===== src/huffman_encoder_macros.svh =====
`ifndef HUFFMAN_ENCODER_MACROS_SVH
`define HUFFMAN_ENCODER_MACROS_SVH

// ############################################################
// datapath widths.
// ############################################################
`define HUFF_SYMBOL_BITS   8
`define HUFF_WORD_BITS     16
`define HUFF_MAX_CODE_BITS 17
// two maximum length codes fit side by side in the window.
`define HUFF_WINDOW_BITS   34

// ############################################################
// code classes of the static table.
// ############################################################
`define HUFF_SHORT_LEN     5
`define HUFF_MID_LEN       8
`define HUFF_LONG_LEN      17
`define HUFF_SHORT_LIMIT   16
`define HUFF_MID_LIMIT     80

`endif


===== src/huff_code_pkg.sv =====
`include "huffman_encoder_macros.svh"

package huff_code_pkg;

   typedef logic [`HUFF_SYMBOL_BITS-1:0] symbol_t;
   // codes are right-aligned, the upper bits beyond len are zero.
   typedef logic [`HUFF_MAX_CODE_BITS-1:0] code_t;
   typedef logic [4:0] code_len_t;

   typedef struct packed {
      code_t     code;
      code_len_t len;
   } code_entry_t;

   // static table. the leading bits 0, 10 and 11 select the class,
   // which keeps the table prefix-free.
   function automatic code_entry_t code_of(symbol_t sym);
      code_entry_t result;
      symbol_t     offset;
      offset = sym - symbol_t'(`HUFF_SHORT_LIMIT);
      if (sym < symbol_t'(`HUFF_SHORT_LIMIT)) begin
         result.code = code_t'({1'b0, sym[3:0]});
         result.len  = code_len_t'(`HUFF_SHORT_LEN);
      end else if (sym < symbol_t'(`HUFF_MID_LIMIT)) begin
         result.code = code_t'({2'b10, offset[5:0]});
         result.len  = code_len_t'(`HUFF_MID_LEN);
      end else begin
         result.code = code_t'({2'b11, 7'b0000000, sym});
         result.len  = code_len_t'(`HUFF_LONG_LEN);
      end
      return result;
   endfunction

endpackage


===== src/huff_stream_pkg.sv =====
`include "huffman_encoder_macros.svh"

package huff_stream_pkg;

   // number of bits waiting for a word to complete.
   typedef logic [5:0] fill_t;
   typedef logic [`HUFF_WINDOW_BITS-1:0] window_t;
   typedef logic [`HUFF_WORD_BITS-1:0] word_t;
   // number of completed words, 0, 1 or 2.
   typedef logic [1:0] emit_count_t;

   // ############################################################
   // pipeline stage payloads.
   // ############################################################

   // code with its bit offset in the stream and the words it completes.
   typedef struct packed {
      huff_code_pkg::code_entry_t entry;
      fill_t                      fill;
      emit_count_t                emit;
   } placed_code_t;

   // code placed in the window, keep is the remainder after emission.
   typedef struct packed {
      window_t     window;
      emit_count_t emit;
      fill_t       keep;
   } shifted_code_t;

   // output words, second is only meaningful when count is 2.
   typedef struct packed {
      emit_count_t count;
      word_t       first;
      word_t       second;
   } word_out_t;

endpackage


===== src/huff_code_rom.sv =====
`timescale 1ns/10ps

// first stage of the encoder. the table is a rule, so the lookup
// reduces to a few comparators and muxes in front of the register.
module huff_code_rom (
   input  logic                       clk,
   input  logic                       rst,
   input  logic                       enable,
   input  logic                       sym_valid,
   input  huff_code_pkg::symbol_t     sym,
   output huff_code_pkg::code_entry_t entry,
   output logic                       entry_valid
);

   huff_code_pkg::code_entry_t lookup;

   always_comb begin
      lookup = huff_code_pkg::code_of(sym);
   end

   // ############################################################
   // strobe register.
   // ############################################################
   always_ff @(posedge clk) begin
      if (rst) begin
         entry_valid <= 1'b0;
      end else if (enable) begin
         entry_valid <= sym_valid;
      end
   end

   // ############################################################
   // code register.
   // ############################################################
   // the entry is only loaded for accepted symbols and otherwise
   // keeps the last code.
   always_ff @(posedge clk) begin
      if (enable && sym_valid) begin
         entry <= lookup;
      end
   end

endmodule


===== src/huff_fill_tracker.sv =====
`timescale 1ns/10ps

// keeps the running count of bits that have not yet formed a word.
// the count always stays below one word, so a single code of up to
// 17 bits can complete at most two words.
module huff_fill_tracker (
   input  logic                          clk,
   input  logic                          rst,
   input  logic                          enable,
   input  huff_code_pkg::code_entry_t    entry,
   input  logic                          entry_valid,
   output huff_stream_pkg::placed_code_t placed,
   output logic                          placed_valid
);

   huff_stream_pkg::fill_t       fill;
   huff_stream_pkg::fill_t       total;
   huff_stream_pkg::emit_count_t emit;

   // total is at most 15 + 17 = 32, so it fits in six bits.
   always_comb begin
      total = fill + huff_stream_pkg::fill_t'(entry.len);
      emit  = huff_stream_pkg::emit_count_t'(total >> 4);
   end

   // ############################################################
   // control state.
   // ############################################################
   always_ff @(posedge clk) begin
      if (rst) begin
         fill         <= '0;
         placed_valid <= 1'b0;
      end else if (enable) begin
         placed_valid <= entry_valid;
         if (entry_valid) begin
            fill <= {2'b00, total[3:0]};
         end
      end
   end

   // the offset passed on is the fill before this code was added.
   always_ff @(posedge clk) begin
      if (enable && entry_valid) begin
         placed.entry <= entry;
         placed.fill  <= fill;
         placed.emit  <= emit;
      end
   end

endmodule


===== src/huff_code_shifter.sv =====
`timescale 1ns/10ps
`include "huffman_encoder_macros.svh"

// left-aligns each code and shifts it down by its offset, so that
// its first bit lands right after the pending remainder bits.
module huff_code_shifter (
   input  logic                           clk,
   input  logic                           rst,
   input  logic                           enable,
   input  huff_stream_pkg::placed_code_t  placed,
   input  logic                           placed_valid,
   output huff_stream_pkg::shifted_code_t shifted,
   output logic                           shifted_valid
);

   logic [`HUFF_MAX_CODE_BITS-1:0] left_code;
   huff_stream_pkg::window_t       window;
   huff_stream_pkg::fill_t         total;
   huff_stream_pkg::fill_t         keep;

   always_comb begin
      left_code = placed.entry.code << (5'(`HUFF_MAX_CODE_BITS) - placed.entry.len);
      window    = {left_code, {(`HUFF_WINDOW_BITS-`HUFF_MAX_CODE_BITS){1'b0}}} >> placed.fill;
      // remainder once the completed words have left.
      total     = placed.fill + huff_stream_pkg::fill_t'(placed.entry.len);
      keep      = total - {placed.emit, 4'b0000};
   end

   always_ff @(posedge clk) begin
      if (rst) begin
         shifted_valid <= 1'b0;
      end else if (enable) begin
         shifted_valid <= placed_valid;
      end
   end

   always_ff @(posedge clk) begin
      if (enable && placed_valid) begin
         shifted.window <= window;
         shifted.emit   <= placed.emit;
         shifted.keep   <= keep;
      end
   end

endmodule


===== src/huff_word_assembler.sv =====
`timescale 1ns/10ps
`include "huffman_encoder_macros.svh"

// last stage. merges the pending remainder with the shifted code and
// releases every word that is complete.
module huff_word_assembler (
   input  logic                           clk,
   input  logic                           rst,
   input  logic                           enable,
   input  huff_stream_pkg::shifted_code_t shifted,
   input  logic                           shifted_valid,
   output huff_stream_pkg::word_out_t     words
);

   localparam int LOW_BITS = `HUFF_WINDOW_BITS - `HUFF_WORD_BITS;

   // MSB-aligned bits that have not yet formed a word.
   huff_stream_pkg::word_t   remainder;
   huff_stream_pkg::window_t merged;
   huff_stream_pkg::word_t   next_rem;
   huff_stream_pkg::word_t   keep_mask;

   always_comb begin
      merged    = shifted.window | {remainder, {LOW_BITS{1'b0}}};
      keep_mask = ~({`HUFF_WORD_BITS{1'b1}} >> shifted.keep);
      case (shifted.emit)
         2'd0:    next_rem = merged[`HUFF_WINDOW_BITS-1 -: `HUFF_WORD_BITS];
         2'd1:    next_rem = merged[LOW_BITS-1 -: `HUFF_WORD_BITS];
         default: next_rem = {merged[LOW_BITS-`HUFF_WORD_BITS-1:0],
                              {(2*`HUFF_WORD_BITS-LOW_BITS){1'b0}}};
      endcase
   end

   // ############################################################
   // control state.
   // ############################################################
   always_ff @(posedge clk) begin
      if (rst) begin
         words.count <= '0;
         remainder   <= '0;
      end else if (enable) begin
         if (shifted_valid) begin
            words.count <= shifted.emit;
            remainder   <= next_rem & keep_mask;
         end else begin
            words.count <= '0;
         end
      end
   end

   // ############################################################
   // output words.
   // ############################################################
   // the words hold their value until a new one completes.
   always_ff @(posedge clk) begin
      if (enable && shifted_valid) begin
         if (shifted.emit != 2'd0) begin
            words.first <= merged[`HUFF_WINDOW_BITS-1 -: `HUFF_WORD_BITS];
         end
         if (shifted.emit == 2'd2) begin
            words.second <= merged[LOW_BITS-1 -: `HUFF_WORD_BITS];
         end
      end
   end

endmodule


===== src/huffman_encoder.sv =====
`timescale 1ns/10ps

// static-table huffman encoder. four stages of one enabled cycle each
// turn 8-bit symbols into a packed MSB-first stream of 16-bit words.
module huffman_encoder (
   input  logic                       clk,
   input  logic                       rst,
   input  logic                       enable,
   input  logic                       sym_valid,
   input  huff_code_pkg::symbol_t     sym,
   output huff_stream_pkg::word_out_t words
);

   huff_code_pkg::code_entry_t     entry;
   logic                           entry_valid;
   huff_stream_pkg::placed_code_t  placed;
   logic                           placed_valid;
   huff_stream_pkg::shifted_code_t shifted;
   logic                           shifted_valid;

   huff_code_rom u_code_rom (
      .clk         (clk),
      .rst         (rst),
      .enable      (enable),
      .sym_valid   (sym_valid),
      .sym         (sym),
      .entry       (entry),
      .entry_valid (entry_valid)
   );

   huff_fill_tracker u_fill_tracker (
      .clk          (clk),
      .rst          (rst),
      .enable       (enable),
      .entry        (entry),
      .entry_valid  (entry_valid),
      .placed       (placed),
      .placed_valid (placed_valid)
   );

   huff_code_shifter u_code_shifter (
      .clk           (clk),
      .rst           (rst),
      .enable        (enable),
      .placed        (placed),
      .placed_valid  (placed_valid),
      .shifted       (shifted),
      .shifted_valid (shifted_valid)
   );

   huff_word_assembler u_word_assembler (
      .clk           (clk),
      .rst           (rst),
      .enable        (enable),
      .shifted       (shifted),
      .shifted_valid (shifted_valid),
      .words         (words)
   );

endmodule


===== config.mk =====
export PLATFORM = sky130hd
export DESIGN_NAME = huffman_encoder
export DESIGN_NICKNAME = d
export VERILOG_FILES = /design/src/huff_code_pkg.sv /design/src/huff_stream_pkg.sv /design/src/huff_code_rom.sv /design/src/huff_fill_tracker.sv /design/src/huff_code_shifter.sv /design/src/huff_word_assembler.sv /design/src/huffman_encoder.sv
export VERILOG_INCLUDE_DIRS = /design/src
export SDC_FILE = /design/constraint.sdc
export NUM_CORES = 1
export LEC_CHECK = 0
export ABC_AREA = 1
export BUFFER_PORTS_ARGS = -buffer_cell sky130_fd_sc_hd__buf_2
export CAP_MARGIN = 20
export CORE_ASPECT_RATIO = 0.7
export CORE_MARGIN = 4
export CORE_UTILIZATION = 39
export CTS_CLUSTER_DIAMETER = 30
export DETAILED_ROUTE_END_ITERATION = 7
export PLACE_DENSITY_LB_ADDON = 0.12
export SETUP_SLACK_MARGIN = 0.15
export SYNTH_ARGS = -nofsm -noshare
export SYNTH_HDL_FRONTEND = slang
export SYNTH_SLANG_ARGS = --single-unit

===== constraint.sdc =====
create_clock -name clk -period 5.75 [get_ports clk]
set_input_delay 0 -clock clk [delete_from_list [all_inputs] [get_ports clk]]
set_output_delay 0 -clock clk [all_outputs]
set_load 0.02 [all_outputs]

Word level (Yosys, flattened, before mapping)
Index checks and enable logic that the tools add are counted.
{ "classes": {"n_addsub": 5, "n_mux": 4, "shifts": 3, "eq_ne": 2, "reduce_logical": 11, "bitwise": 3, "n_lt_le_gt_ge": 2} }
{ "op_table": {"columns": ["operator", "n"], "rows": [
  ["$or 34x34->34", 1],
  ["$shr 34x4->34", 1],
  ["$pmux 16 s2", 1],
  ["$mux 22", 1],
  ["$shl 17x5->17", 1],
  ["$and 16x16->16", 1],
  ["$not 16->16", 1],
  ["$shr 16x6->16 const A", 1],
  ["$add 4x5->6", 2],
  ["$mux 9", 1],
  ["$lt 8x5->1 const B", 1],
  ["$lt 8x7->1 const B", 1],
  ["$reduce_and 2->1", 4],
  ["$sub 6x5->6 const B", 1],
  ["$sub 6x6->6", 1],
  ["$sub 5x5->5 const A", 1],
  ["$logic_and 1x1->1", 4],
  ["$eq 2x1->1 const B", 1],
  ["$eq 2x2->1 const B", 1],
  ["$logic_not 2->1", 1],
  ["$mux 2", 1],
  ["$reduce_bool 2->1", 1],
  ["$reduce_or 2->1", 1]
]} }
{ "word_totals": {"out_inout_bits": 34, "ff_bits": 149} }

Depth between registers and ports, before layout
{ "logic_depth": {"word_depth": 3, "mapped_depth": 14} }

Cells and area by module
Synthesis repeated with hierarchy kept, for this count alone.
{ "unflattened": {"cells_unflattened": 873, "area_unflattened_um2": 7524.7} }
{ "by_module_without_submodules": {"columns": ["mod", "area_per_inst_um2", "instances", "seq_area_each_um2", "cells_per_inst"], "rows": [
  ["huff_code_shifter", 3629.7, 1, 1281.2, 529],
  ["huff_word_assembler", 2098.3, 1, 1321.3, 218],
  ["huff_fill_tracker", 1197.4, 1, 940.9, 75],
  ["huff_code_rom", 599.3, 1, 380.4, 51]
]} }

Least setup slack after synthesis
OpenSTA, ideal clock, no wires.
{ "synth_timing": {"kind": "register to register", "start": "reg, netlist name u_fill_tracker.placed[4]", "end": "reg, netlist name u_code_shifter.shifted[5]", "stages_incl_launch_ff": 11, "synth_period_minus_slack_ns": 2.043, "required_time_ns": 5.490, "n_path_buf": 2, "arrival_time_ns": 1.782, "setup_time_ns": 0.260, "path_slack_ns": 3.707, "cell_sequence": "edfxtp_1 > buf_2 > inv_4 > buf_2 > ha_1 > ha_1 > a211o_1 > nand2_1 > a21boi_0 > nor2_1 > xor2_1"} }
{ "synth_via": {"elab_chain_cells": 2} }
{ "synth_rtl": {"columns": ["element", "line", "source"], "rows": [
  ["$add 4x5->6", "huff_code_shifter.sv:25", "total = placed.fill + huff_stream_pkg::fill_t'(placed.entry.len);"],
  ["$sub 6x6->6", "huff_code_shifter.sv:26", "keep = total - {placed.emit, 4'b0000};"],
  ["via u_code_shifter.keep[5]", "huff_code_shifter.sv:19", "huff_stream_pkg::fill_t keep;"]
]} }
The timed path passes the listed nets, and every way through them passes these cells.
A chain may end at the register's enable or synchronous reset.

Worst setup path after layout
{ "layout_timing": {"start": "reg, netlist name u_fill_tracker.placed[5]", "end": "reg, netlist name u_code_shifter.shifted[5]"} }
{ "layout_via": {"elab_chain_cells": 2} }
{ "layout_rtl": {"columns": ["element", "line"], "rows": [
  ["$add 4x5->6", "huff_code_shifter.sv:25"],
  ["$sub 6x6->6", "huff_code_shifter.sv:26"],
  ["via u_code_shifter.keep[5]", "huff_code_shifter.sv:19"]
]} }
The timed path passes the listed nets, and every way through them passes these cells.

==> flow_metrics.py <==
metrics = {
    "outcome": {
        "status": "completed",
    },
    "layout": {
        "area_growth_pct": 15.7,
        "layout_commonest_cell": "nand2_1",
        "drive_above_1_share": 0.147,
        "nFillCells": 1504,
        "antennaDiodeCount": 0,
        "nets": 762,
        "layout_common_cells": "181 x nand2_1, 119 x nand3_1, 102 x edfxtp_1",
    },
    "drt": {
        "vias": 4861,
        "routed-wl-met3_um": 1040,
        "wl_um": 14500,
        "drtPass1Iterations": 5,
        "wire_per_inst_um": 15.3,
        "first_iter_violations": 416,
        "wl_met2_um": 6330,
        "drc": 0,
        "drt.antenna.violating_nets": 0,
        "m1WireLength_um": 6920,
        "via_per_inst": 5.13,
        "dr.max_layer_used": "met4",
    },
    "hold_path": {
        "min_path_type": "in2reg",
        "min_to": "u_code_rom.entry[5]",
        "min_path_cells": 2,
        "hold_path_startpoint": "sym[0]",
    },
    "timing": {
        "worst_clock_skew_ns": 0.0104,
        "min_period_over_period": 0.552,
        "tns_ns": 0,
        "min_period_ns": 3.18,
        "hold_viol": 0,
        "slew_headroom": 0.407,
        "tightest_slew_ns": 0.889,
        "clock.fmax_mhz": 315,
        "setup_viol": 0,
        "finalMaxSlewViolations": 0,
        "rsz0062_at_grt": "no",
        "hold-worst-slack_ns": 0.295,
    },
    "clock_tree": {
        "numCtsBuffers": 17,
        "cts_root_buf": "clkbuf_16",
        "cts.sinks": 127,
        "cts_setup_buffers": 0,
        "clk_latency_ns": 0.41,
        "path_clk_slew_ns": 0.06,
        "ctsResizeCount": 0,
        "cts.path.max_buffers": 2,
        "htreeDepth": 4,
        "cts_tree": "done",
    },
    "power_and_ir_drop": {
        "switchingPower_mw": 0.440,
        "switching_share": 0.212,
        "p_int_mw": 1.64,
        "seqPwrFrac": 0.491,
        "power_leakage_nw": 3.12,
        "p_comb_frac": 0.051,
        "vdd_drop_max_mv": 0.209,
        "p_per_area_nw_per_um2": 286,
        "p_clk_frac": 0.459,
    },
    "placed_design": {
        "gp_congestion": 0.866,
        "hpwl_um": 10900,
        "port_buffers": 45,
    },
    "logic_synthesis": {
        "syn-cell-area_um2": 6280,
        "syn_inst": 684,
        "synth_warnings": 0,
        "synth-seq-cells": 127,
        "avgSynthCellArea_um2": 9.18,
        "syn_nets": 712,
        "ys_seq_area_frac": 0.567,
        "synthDistinctLibCells": 38,
    },
    "floorplanning": {
        "start_util": 0.402,
        "core_area_um2": 15600,
        "rows": 38,
        "io_pins": 46,
        "die_y_um": 114,
        "die_width_um": 160,
        "dieArea_um2": 18200,
    },
    "worst_setup_path": {
        "end_kind": "register",
        "critPathKind": "reg2reg",
        "critPathRequiredTime_ns": 5.91,
        "rrSetupSlack_ns": 2.57,
        "cp-start-kind": "register",
        "path_max_fanout": 26,
        "timing.rr.end": "u_code_shifter.shifted[5]",
        "r2r_start": "u_fill_tracker.placed[5]",
        "crit_arrival_ns": 3.33,
        "reg2reg_depth": 8,
    },
    "grt": {
        "grt.total_usage": 0.168,
        "grt_pass1_vias": 4693,
        "grt_overflow": 0,
        "grt_max_degree": 41,
        "grt_pass1_wl_um": 23900,
        "antenna_found_initial": 0,
    },
    "run": {
        "cap_violations": 0,
    },
}
[sequential cells by signal (all words and copies together), names as in the netlist]
name,count
u_code_rom.entry_valid,1
u_word_assembler.remainder,16
u_code_shifter.shifted_valid,1
u_fill_tracker.placed_valid,1
u_code_shifter.shifted,40
u_word_assembler.words,34
u_code_rom.entry,12
u_fill_tracker.placed,18
u_fill_tracker.fill,4
[stage by stage]
step / cells / power, mW / area (um2) / setup slack [ns] / util
2_1_floorplan: 684 / 1.11 / 6280 / 3.71 / -
3_3_place_gp: 903 / 1.14 / 6620 / 2.66 / 0.423
3_5_place_dp: 903 / 1.14 / 6620 / 2.60 / 0.423
4_1_cts: 947 / 2.11 / 7270 / 2.58 / 0.465
5_1_grt: 947 / 2.17 / 7270 / 2.23 / 0.465
6_report: 947 / 2.08 / 7270 / 2.57 / 0.465
[cell usage after synthesis]
master / number / area, um2
ha_1: 16 / 200
nand2_1: 181 / 679
a211oi_1: 1 / 7.51
a22o_1: 4 / 35.0
buf_2: 13 / 65.1
nor2_4: 1 / 11.3
xor2_1: 7 / 61.3
buf_6: 3 / 33.8
a211o_1: 1 / 8.76
xnor2_1: 1 / 8.76
nor4_1: 1 / 6.26
o21ai_2: 1 / 8.76
inv_4: 1 / 6.26
buf_4: 3 / 22.5
inv_1: 47 / 176
clkbuf_2: 1 / 5.00
a21oi_1: 27 / 135
or2_0: 1 / 6.26
nand3_2: 5 / 50.1
inv_2: 4 / 15.0
a32o_1: 1 / 10.0
clkbuf_1: 6 / 22.5
dfxtp_1: 25 / 500
buf_1: 2 / 7.51
nor3_1: 4 / 20.0
clkinv_1: 2 / 7.51
a21boi_0: 1 / 7.51
nand2_2: 7 / 43.8
o21ai_1: 1 / 5.00
o211ai_1: 2 / 15.0
edfxtp_1: 102 / 3060
nand3_1: 119 / 596
nor2_1: 43 / 161
nor2_2: 1 / 6.26
o21ai_0: 28 / 140
nand4_1: 4 / 25.0
or2_2: 16 / 100
clkbuf_4: 1 / 7.51
[worst max-delay path, stage by stage, from the launching register on]
cell and delay, ns:
edfxtp_1 0.82, clkinv_1 0.78, ha_1 0.55, inv_1 0.04, ha_1 0.31, nand2_1 0.06, a21boi_0 0.16, nor2_1 0.07
xor2_1 0.14
[worst max path at each step]
| stage | depth (start not counted) | endpoint | slack [ns] | start |
|---|---|---|---|---|
| after global routing | 8 | u_code_shifter.shifted[5] | 2.23 | u_fill_tracker.placed[5] |
| after detailed placement | 8 | u_code_shifter.shifted[5] | 2.60 | u_fill_tracker.placed[5] |
| after floorplan | 10 | u_code_shifter.shifted[5] | 3.71 | u_fill_tracker.placed[4] |
| after CTS | 8 | u_code_shifter.shifted[5] | 2.58 | u_fill_tracker.placed[5] |
| final | 8 | u_code_shifter.shifted[5] | 2.57 | u_fill_tracker.placed[5] |
| after global placement | 8 | u_code_shifter.shifted[5] | 2.66 | u_fill_tracker.placed[5] |
[cell type report]
cell class | count | area [um2] | share of cell area
multi-input combinational | 474 | 2350 | 0.323
sequential | 127 | 3560 | 0.490
clock buffer | 26 | 500 | 0.0689
timing repair buffer | 60 | 368 | 0.0506
clock inverter | 6 | 32.5 | 0.00448
tap | 200 | 250 | 0.0344
inverter | 54 | 205 | 0.0282
[per-layer routing]
layer | GRT usage | vias up
met5 | 0 | -
li1 | - | 2430
met1 | 0.231 | 2268
met2 | 0.256 | 146
met3 | 0.0518 | 17
met4 | 0.0561 | 0
[logic make-up after synthesis]
logic type      after synthesis  share of synthesized area
flops                       127                      0.567
xor+xnor                      8                     0.0112
buf+inv                      83                     0.0588
fa+ha+maj                    16                     0.0319
simple gates                383                      0.272
compound gates               67                     0.0594
[timing repair]
action | CTS | global route
endpoints found under the setup margin | 0 | 0
hold endpoints to repair | 19 | 0
hold buffers | 12 | 0
[power by group through the flow]
stage	combinational (mW)	clock, mW	sequential [mW]
6_report	0.105	0.955	1.02
5_1_grt	0.121	1.03	1.02
4_1_cts	0.105	0.980	1.02
3_5_place_dp	0.0991	0	1.04
3_3_place_gp	0.0973	0	1.04
2_1_floorplan	0.0789	0	1.03
(Power assumes the default switching activity.)
